===== config.mk =====
export PLATFORM = sky130hd
export DESIGN_NAME = zero_skip_packer
export DESIGN_NICKNAME = d
export VERILOG_FILES = /design/src/design/packer_pkg.sv /design/src/design/pack_ctrl.sv /design/src/design/lane_compactor.sv /design/src/design/zero_skip_packer.sv
export SDC_FILE = /design/constraint.sdc
export NUM_CORES = 2
export LEC_CHECK = 0
export BUFFER_PORTS_ARGS = -buffer_cell sky130_fd_sc_hd__buf_2
export CELL_PAD_IN_SITES_DETAIL_PLACEMENT = 1
export CELL_PAD_IN_SITES_GLOBAL_PLACEMENT = 1
export CORE_AREA = 2 2 506 508
export DETAILED_ROUTE_END_ITERATION = 6
export DIE_AREA = 0 0 508 510
export MAX_ROUTING_LAYER = met4
export PLACE_DENSITY = 0.56
export SETUP_SLACK_MARGIN = 0.02
export SKIP_LAST_GASP = 1
export SYNTH_ARGS = -nofsm -noshare
export SYNTH_HDL_FRONTEND = slang
export SYNTH_HIERARCHICAL = 1
export SYNTH_SLANG_ARGS = --single-unit
export TNS_END_PERCENT = 20

===== constraint.sdc =====
create_clock -name clk -period 3.9 [get_ports clk]
set_clock_uncertainty 0.1 [all_clocks]
set_input_delay 0.39 -clock clk [delete_from_list [all_inputs] [get_ports clk]]
set_output_delay 0.39 -clock clk [all_outputs]
set_load 0.1 [all_outputs]

===== src/design/packer_pkg.sv =====
package packer_pkg;

	// ~~~~~~~~~~~~~~~~~~~~~~~~~~~~~~~~~~~~~~~~~~~~~~~~~~~~~~~~~~~~
	// Element format and vector geometry
	// ~~~~~~~~~~~~~~~~~~~~~~~~~~~~~~~~~~~~~~~~~~~~~~~~~~~~~~~~~~~~

	localparam int LANES = 16; // Elements per vector.
	localparam int ELEM_INT_BITS = 8;
	localparam int ELEM_FRAC_BITS = 12;
	localparam int ELEM_BITS = ELEM_INT_BITS + ELEM_FRAC_BITS;
	localparam int LANE_IDX_BITS = $clog2(LANES);

	// Signed fixed point in 8.12 format.
	typedef logic signed [ELEM_BITS-1:0] elem_t;

	// Scan index and write pointer.
	typedef logic [LANE_IDX_BITS-1:0] lane_idx_t;

	// Lane 0 sits in the low bits.
	typedef elem_t [LANES-1:0] vec_t;

	localparam elem_t ELEM_ZERO = '0;
	localparam lane_idx_t LAST_LANE = lane_idx_t'(LANES - 1);

	// ~~~~~~~~~~~~~~~~~~~~~~~~~~~~~~~~~~~~~~~~~~~~~~~~~~~~~~~~~~~~
	// Operand bundle and control states
	// ~~~~~~~~~~~~~~~~~~~~~~~~~~~~~~~~~~~~~~~~~~~~~~~~~~~~~~~~~~~~

	typedef struct packed {
		vec_t act; // Activations.
		vec_t wgt; // Weights.
	} operand_pair_t;

	typedef enum logic [1:0] {
		ST_IDLE = 2'b00, // Waiting for input_ready.
		ST_SCAN = 2'b01, // One lane per cycle.
		ST_HOLD = 2'b10  // Result held until taken.
	} pack_state_t;

endpackage


===== src/design/pack_ctrl.sv =====
`timescale 1ns/10ps

module pack_ctrl (
	input  logic                   clk,
	input  logic                   reset,
	input  logic                   i_input_ready,
	input  logic                   i_output_taken,
	output logic                   o_capture,
	output logic                   o_scan,
	output logic                   o_last,
	output logic                   o_release,
	output packer_pkg::lane_idx_t  o_scan_idx,
	output logic                   o_input_taken,
	output packer_pkg::pack_state_t o_state
);

	packer_pkg::pack_state_t state;
	packer_pkg::pack_state_t state_next;
	packer_pkg::lane_idx_t   scan_idx;
	logic                    input_taken;

	// ~~~~~~~~~~~~~~~~~~~~~~~~~~~~~~~~~~~~~~~~~~~~~~~~~~~~~~~~~~~~
	// Strobes to the compactors
	// ~~~~~~~~~~~~~~~~~~~~~~~~~~~~~~~~~~~~~~~~~~~~~~~~~~~~~~~~~~~~

	always_comb begin
		o_capture = (state == packer_pkg::ST_IDLE) && i_input_ready;
		o_scan    = (state == packer_pkg::ST_SCAN);
		o_last    = o_scan && (scan_idx == packer_pkg::LAST_LANE);
		o_release = (state == packer_pkg::ST_HOLD) && i_output_taken;
	end

	// ~~~~~~~~~~~~~~~~~~~~~~~~~~~~~~~~~~~~~~~~~~~~~~~~~~~~~~~~~~~~
	// State machine
	// ~~~~~~~~~~~~~~~~~~~~~~~~~~~~~~~~~~~~~~~~~~~~~~~~~~~~~~~~~~~~

	always_comb begin
		state_next = state;
		case (state)
			packer_pkg::ST_IDLE: begin
				if (o_capture) begin
					state_next = packer_pkg::ST_SCAN;
				end
			end
			packer_pkg::ST_SCAN: begin
				if (o_last) begin
					state_next = packer_pkg::ST_HOLD; // Result loads on this edge.
				end
			end
			packer_pkg::ST_HOLD: begin
				if (o_release) begin
					state_next = packer_pkg::ST_IDLE;
				end
			end
			default: begin
				state_next = packer_pkg::ST_IDLE;
			end
		endcase
	end

	always_ff @(posedge clk) begin
		if (reset) begin
			state <= packer_pkg::ST_IDLE;
		end else begin
			state <= state_next;
		end
	end

	// Scan index steps from 0 to LANES-1 once per scan cycle.
	always_ff @(posedge clk) begin
		if (reset || o_capture || o_last) begin
			scan_idx <= '0;
		end else if (o_scan) begin
			scan_idx <= scan_idx + 1'b1;
		end
	end

	always_ff @(posedge clk) begin
		if (reset || o_release) begin
			input_taken <= 1'b0;
		end else if (o_capture) begin
			input_taken <= 1'b1; // Stays up through scan and hold.
		end
	end

	assign o_scan_idx    = scan_idx;
	assign o_input_taken = input_taken;
	assign o_state       = state;

endmodule


===== src/design/lane_compactor.sv =====
`timescale 1ns/10ps

module lane_compactor (
	input  logic                  clk,
	input  logic                  reset,
	input  logic                  i_capture,
	input  logic                  i_scan,
	input  logic                  i_last,
	input  logic                  i_release,
	input  packer_pkg::lane_idx_t i_scan_idx,
	input  packer_pkg::vec_t      i_vec,
	output packer_pkg::vec_t      o_vec
);

	packer_pkg::vec_t      src_vec;   // Captured source.
	packer_pkg::vec_t      work_vec;  // Packed so far.
	packer_pkg::vec_t      work_next;
	packer_pkg::vec_t      result_vec;
	packer_pkg::lane_idx_t write_ptr; // Next free lane.
	packer_pkg::lane_idx_t write_ptr_next;
	packer_pkg::elem_t     scan_elem;
	logic                  elem_nonzero;

	// ~~~~~~~~~~~~~~~~~~~~~~~~~~~~~~~~~~~~~~~~~~~~~~~~~~~~~~~~~~~~
	// Zero test on the element under the scan index
	// ~~~~~~~~~~~~~~~~~~~~~~~~~~~~~~~~~~~~~~~~~~~~~~~~~~~~~~~~~~~~

	always_comb begin
		scan_elem    = src_vec[i_scan_idx];
		elem_nonzero = (scan_elem != packer_pkg::ELEM_ZERO);
	end

	// Nonzero elements land in order at the write pointer.
	always_comb begin
		work_next      = work_vec;
		write_ptr_next = write_ptr;
		if (elem_nonzero) begin
			work_next[write_ptr] = scan_elem;
			write_ptr_next       = write_ptr + 1'b1;
		end
	end

	// ~~~~~~~~~~~~~~~~~~~~~~~~~~~~~~~~~~~~~~~~~~~~~~~~~~~~~~~~~~~~
	// Source, working vector and pointer
	// ~~~~~~~~~~~~~~~~~~~~~~~~~~~~~~~~~~~~~~~~~~~~~~~~~~~~~~~~~~~~

	always_ff @(posedge clk) begin
		if (reset || i_release) begin
			src_vec   <= '0;
			work_vec  <= '0;
			write_ptr <= '0;
		end else if (i_capture) begin
			src_vec   <= i_vec;
			work_vec  <= '0; // Unfilled lanes stay zero.
			write_ptr <= '0;
		end else if (i_scan) begin
			work_vec  <= work_next;
			write_ptr <= write_ptr_next;
		end
	end

	// ~~~~~~~~~~~~~~~~~~~~~~~~~~~~~~~~~~~~~~~~~~~~~~~~~~~~~~~~~~~~
	// Result register
	// ~~~~~~~~~~~~~~~~~~~~~~~~~~~~~~~~~~~~~~~~~~~~~~~~~~~~~~~~~~~~

	// Includes the element seen on the last scan cycle.
	always_ff @(posedge clk) begin
		if (reset || i_release) begin
			result_vec <= '0;
		end else if (i_scan && i_last) begin
			result_vec <= work_next;
		end
	end

	assign o_vec = result_vec;

endmodule


===== src/design/zero_skip_packer.sv =====
`timescale 1ns/10ps

module zero_skip_packer (
	input  logic                      clk,
	input  logic                      reset,
	input  packer_pkg::operand_pair_t i_operands,
	input  logic                      i_input_ready,
	input  logic                      i_output_taken,
	output packer_pkg::operand_pair_t o_operands,
	output logic                      o_input_taken,
	output packer_pkg::pack_state_t   o_state
);

	logic                  capture_pulse;
	logic                  scan_active;
	logic                  scan_last;
	logic                  release_pulse;
	packer_pkg::lane_idx_t scan_idx;

	// ~~~~~~~~~~~~~~~~~~~~~~~~~~~~~~~~~~~~~~~~~~~~~~~~~~~~~~~~~~~~
	// Control
	// ~~~~~~~~~~~~~~~~~~~~~~~~~~~~~~~~~~~~~~~~~~~~~~~~~~~~~~~~~~~~

	pack_ctrl u_ctrl (
		.clk            (clk),
		.reset          (reset),
		.i_input_ready  (i_input_ready),
		.i_output_taken (i_output_taken),
		.o_capture      (capture_pulse),
		.o_scan         (scan_active),
		.o_last         (scan_last),
		.o_release      (release_pulse),
		.o_scan_idx     (scan_idx),
		.o_input_taken  (o_input_taken),
		.o_state        (o_state)
	);

	// ~~~~~~~~~~~~~~~~~~~~~~~~~~~~~~~~~~~~~~~~~~~~~~~~~~~~~~~~~~~~
	// One compactor per operand on shared strobes
	// ~~~~~~~~~~~~~~~~~~~~~~~~~~~~~~~~~~~~~~~~~~~~~~~~~~~~~~~~~~~~

	lane_compactor u_act_compactor (
		.clk        (clk),
		.reset      (reset),
		.i_capture  (capture_pulse),
		.i_scan     (scan_active),
		.i_last     (scan_last),
		.i_release  (release_pulse),
		.i_scan_idx (scan_idx),
		.i_vec      (i_operands.act),
		.o_vec      (o_operands.act)
	);

	lane_compactor u_wgt_compactor (
		.clk        (clk),
		.reset      (reset),
		.i_capture  (capture_pulse),
		.i_scan     (scan_active),
		.i_last     (scan_last),
		.i_release  (release_pulse),
		.i_scan_idx (scan_idx),
		.i_vec      (i_operands.wgt),
		.o_vec      (o_operands.wgt)
	);

endmodule


* Word level (Yosys, flattened, before mapping)
Cells that the tools add are included.
Cells by class: mux-type cells 16, equality and inequality tests 6, magnitude comparators 5, add/subtract/negate cells 3, reduce and logical (&&, ||, !) cells 16
Operators with widths (number):
- $bwmux 320 | 2
- $mux 320 | 2
- $bmux 20 s4 | 2
- $demux 20 s4 | 2
- $mux 20 | 4
- $reduce_bool 20->1 | 2
- $lt 4x5->1 const B | 3
- $add 4x1->4 const B | 3
- $ge 4x1->1 const B | 2
- $logic_and 1x1->1 | 6
- $mux 2 | 3
- $pmux 2 s3 | 1
- $eq 4x4->1 const B | 1
- $ne 2x1->1 const B | 2
- $reduce_and 2->1 | 2
- $logic_or 1x1->1 | 3
- $reduce_and 3->1 | 1
- $eq 2x1->1 const B | 1
- $eq 2x2->1 const B | 1
- $logic_not 2->1 | 1
- $ne 2x2->1 const B | 1
- $reduce_or 2->1 | 1
Storage, ports and cells: logic and storage cells 147, output and inout port bits 643, input bits 644, register bits after elaboration 1935

* Depth between registers and ports, before layout
word-level depth 6, gate-level depth with buffers 15, mapped depth without buffers 7

* Hierarchy
The synthesis kept the hierarchy.
By module, submodules not included:
- lane_compactor | cells an instance 3849, sequential area each 19298.5 um2, area each 38750.9 um2, times used 2
- pack_ctrl | cells an instance 37, sequential area each 140.1 um2, area each 332.8 um2, times used 1

* Worst setup path before layout
OpenSTA, ideal clock, no wires.
path kind reg2reg, start register u_ctrl.scan_idx[0], in the netlist u_ctrl/o_scan_idx[0], end register u_act_compactor/work_vec[100] (netlist bit), slack 0.328 ns, period minus slack after synthesis 3.572 ns, cell stages (with the launch flop) 15, library setup time 0.072 ns, buffers on the path 7, required time 3.728 ns, arrival 3.400 ns, cell sequence dfxtp_1 buf_6 buf_6 buf_6 buf_2 mux4_2 a22oi_1 nand2_1 or4_4 nor2_4 buf_6 buf_6 a211o_4 buf_12 mux2i_1
On the way: longest elaborated chain between the ends 4, elaborated cells between the ends (all ways) 5, classes of those cells 4 x mux; 1 x reduce/logical
RTL lines:
- start: declaration | line pack_ctrl.sv:19 | packer_pkg::lane_idx_t scan_idx;
- start signal: assignment | line pack_ctrl.sv:74 | scan_idx <= scan_idx + 1'b1;
- $bmux 20 s4 (*) | line lane_compactor.sv:29 | scan_elem = src_vec[i_scan_idx];
- $mux 20 (not written as such) (*) | line lane_compactor.sv:29
- $reduce_bool 20->1 or $bwmux 320 (tied branches) | line lane_compactor.sv:30, lane_compactor.sv:38
- $mux 320 (*) | line lane_compactor.sv:37 | if (elem_nonzero) begin
- end signal: assignment | line lane_compactor.sv:57 | work_vec <= work_next;
- end: declaration | line lane_compactor.sv:16 | packer_pkg::vec_t work_vec;
Mark *: on every way between the ends. The rest lies on a longest branch, timed or not. The select of a mux whose other input is x is not followed. A chain may end at the register's enable or synchronous reset.

* Worst setup path in the final report
start register u_ctrl.scan_idx[0], in the netlist u_ctrl/o_scan_idx[0], end register u_act_compactor/work_vec[241] (netlist bit)
The elaborated chain is that of the path after synthesis.

==> reports/metrics.yaml <==
run_status: "complete, no violations"
clk_latency_ps: 880
die-area_sq_mm: 0.2591
report.final.slew_viol_count: 0
drt-initial-drc-count: 4609
routed_via_density: 5.152
p_per_area_mw_per_mm2: 435.2
avgSynthCellArea_sq_um: 10.06
whs_path_depth: 4
setup_slack_ps: 11.02
seq_area_frac_synth: 0.4977
syn_inst: 7735
place_area_sq_mm: 0.09022
async_flop_share: 0
core_area_sq_mm: 0.2535
hpwl_um: 247800
dieWidth_um: 508
drive_gt1_frac: 0.2428
drcViolationCount: 0
start_util: 0.3071
finalHoldViolations: 0
hold_class: "primary input to register"
grt_pass1_vias: 71020
cp.required_ps: 4540
synth_top_cell_by_area: "dfxtp_1"
p_total_mw: 45.74
rr_endpoint: "u_act_compactor/work_vec[241]$_SDFFE_PP0P_"
vias: 68470
max_freq_mhz: 257.1
cts_tree: "done"
cts_made_buffers: 216
rr_startpoint: "u_ctrl/o_scan_idx[0]$_SDFFE_PP0P_"
place_ws_ps: -101.0
grtUsageTotal: 0.2704
clk_pin_slew_ps: 70
ff2ff_path_depth: 14
max_slew_margin: 0.1287
critPathKind: "register to register"
grt_overflow_total: 0
rows: 185
synth_area_leaders: "dfxtp_1 (50%), mux2i_1 (19%), a22oi_1 (6.6%), nand2_1 (5.9%), mux4_2 (4.7%)"
wire_per_inst_um: 26.91
synth_edf_count: 0
hp-start: "i_operands[343]"
ir_worst_vdd_v: 0.0004777
cts_buffer_depth: 3
arrival_ps: 4530
tightest_slew_ps: 1307
syn-num-nets: 8388
setup_viol: 0
cts_num_sinks: 1935
routed_wl_um: 357600
cts_max_level: 4
reg2reg_slack_ps: 10
synthFlopType: "dfxtp_1"
yosysMostFrequentCell: "dfxtp_1"
netlist_area_sq_mm: 0.07783
grt_pass1_wl_um: 502700
syn_to_final_growth_pct: 35.04
yosys_warnings: 6
synth_top_area_share: 0.4977
p_leak_nw: 45.19
grt_antenna_before_repair: 130
endpoint_kind: "register"
cts-root-buf: "clkbuf_16"
period_share: 0.9972
path_max_fanout: 20
synth_cell_types: 49
final_core_util: 0.4147
ys_seq_elements: 1935
cap_violations: 0
fin_crit_ps: 3889
cp-start-kind: "register"
rsz0062_at_grt: "true"
fillers: 28330
die_y_um: 510
final_area_sq_mm: 0.1051
worstHoldEndpoint: "u_act_compactor/src_vec[23]$_SDFFE_PP0P_"
num_io_pins: 1287
grt_max_degree: 224
gp_congestion: 0.8693
ant_nets: 0
ys_top_cells_by_count: "dfxtp_1 (1,935), mux2i_1 (1,456), nand2_1 (1,214), a22oi_1 (688), nor2_1 (682)"
first_pass_iters: 6
nets: 10280
io_buffer_count: 1286
[state kept, by name, indices dropped and copies added, names as in the netlist, 4 cells and up]
signal	cells
u_act_compactor/o_vec	320
u_act_compactor/src_vec	320
u_act_compactor/work_vec	320
u_act_compactor/write_ptr	4
u_ctrl/o_scan_idx	4
u_wgt_compactor/o_vec	320
u_wgt_compactor/src_vec	320
u_wgt_compactor/work_vec	320
u_wgt_compactor/write_ptr	4
[metal layers]
| layer | vias to the layer above | GRT usage | wire length, um |
|---|---|---|---|
| met5 | - | - | 0 |
| met4 | 0 | 0.1093 | 16400 |
| met3 | 577 | 0.04154 | 17820 |
| met2 | 2036 | 0.4354 | 168200 |
| met1 | 34710 | 0.3385 | 155200 |
| li1 | 31150 | - | - |
[cell families (layout without fill, tap and decap cells)]
kind of cell,Yosys count,after routing,share of synthesized area
compound gates,1456,1456,0.1212
other cells,0,123,0
buf+inv,729,2796,0.04522
simple gates,1977,1977,0.09844
flops,1935,1935,0.4977
xor+xnor,1,1,0.0001125
fa+ha+maj,9,9,0.001447
mux,1628,1628,0.2359
[through the flow]
stage | TNS, ps | std cells | hold slack [ps]
final | 0 | 13290 | 187.9
after global routing | -664.1 | 13280 | 170.5
after CTS | 0 | 13130 | 101.7
after detailed placement | -10460 | 12080 | 339.8
after global placement | -1342 | 12080 | 334.0
after floorplan | 0 | 7735 | 328.6
[critical path, stage by stage (launching register included)]
cell,delay (ps)
dfxtp_4,410
buf_8,160
buf_12,140
buf_12,140
mux4_2,580
a22oi_2,310
buf_4,170
nand2_1,70
or4_4,540
nor2_4,130
buf_4,170
clkbuf_16,200
a211o_1,180
buf_12,200
mux2i_1,210
[cells in the final DEF, fill, tap and decap left out, types with 208 or more instances in the layout]
cell / n
o21ai_1: 208
dfxtp_1: 1931
buf_4: 288
o21ai_0: 276
a22oi_1: 666
dlygate4sd3_1: 645
mux2i_1: 1454
buf_2: 1286
nor2_1: 680
clkbuf_16: 227
nand2_1: 1214
[power by group]
| group | internal (mW) | switching, mW | total, mW | leakage, nW |
|---|---|---|---|---|
| Sequential | 20.2 | 0.267 | 20.5 | 15.7 |
| Combinational | 1.87 | 2.21 | 4.09 | 25.9 |
| Clock | 12.3 | 8.88 | 21.2 | 3.63 |
| Total | 34.4 | 11.4 | 45.7 | 45.2 |
[how the worst max path moves through the flow]
| stage | start | end | depth (start not counted) |
|---|---|---|---|
| global route | u_ctrl/o_scan_idx[0]$_SDFFE_PP0P_ | u_act_compactor/work_vec[244]$_SDFFE_PP0P_ | 14 |
| global placement | u_ctrl/o_scan_idx[0]$_SDFFE_PP0P_ | u_act_compactor/work_vec[111]$_SDFFE_PP0P_ | 13 |
| detailed placement | u_ctrl/o_scan_idx[0]$_SDFFE_PP0P_ | u_act_compactor/work_vec[108]$_SDFFE_PP0P_ | 13 |
| CTS | u_ctrl/o_scan_idx[0]$_SDFFE_PP0P_ | u_act_compactor/work_vec[188]$_SDFFE_PP0P_ | 10 |
| floorplan | u_ctrl/o_scan_idx[0]$_SDFFE_PP0P_ | u_act_compactor/work_vec[100]$_SDFFE_PP0P_ | 14 |
| finish | u_ctrl/o_scan_idx[0]$_SDFFE_PP0P_ | u_act_compactor/work_vec[241]$_SDFFE_PP0P_ | 14 |
[layout make-up]
type | count | area (sq um) | share of cell area
Clock buffer | 334 | 6554 | 0.06235
Timing Repair Buffer | 2383 | 18360 | 0.1747
Inverter | 17 | 63.81 | 0.0006071
Sequential cell | 1935 | 38750 | 0.3687
Tap cell | 3366 | 4212 | 0.04007
Antenna cell | 123 | 307.8 | 0.002928
Clock inverter | 62 | 815.8 | 0.007761
Multi-Input combinational cell | 5071 | 36040 | 0.3429
[timing repair]
action | 4_1_cts | 5_1_grt
hold buffers | 645 | 0
resized for setup | 12 | 29
pin swaps | 0 | 9
gates cloned | 0 | 7
hold endpoints to repair | 647 | 0
buffers inserted | 5 | 35
setup endpoints to repair | 620 | 506
No activity file was read; power rests on OpenSTA's default activity.
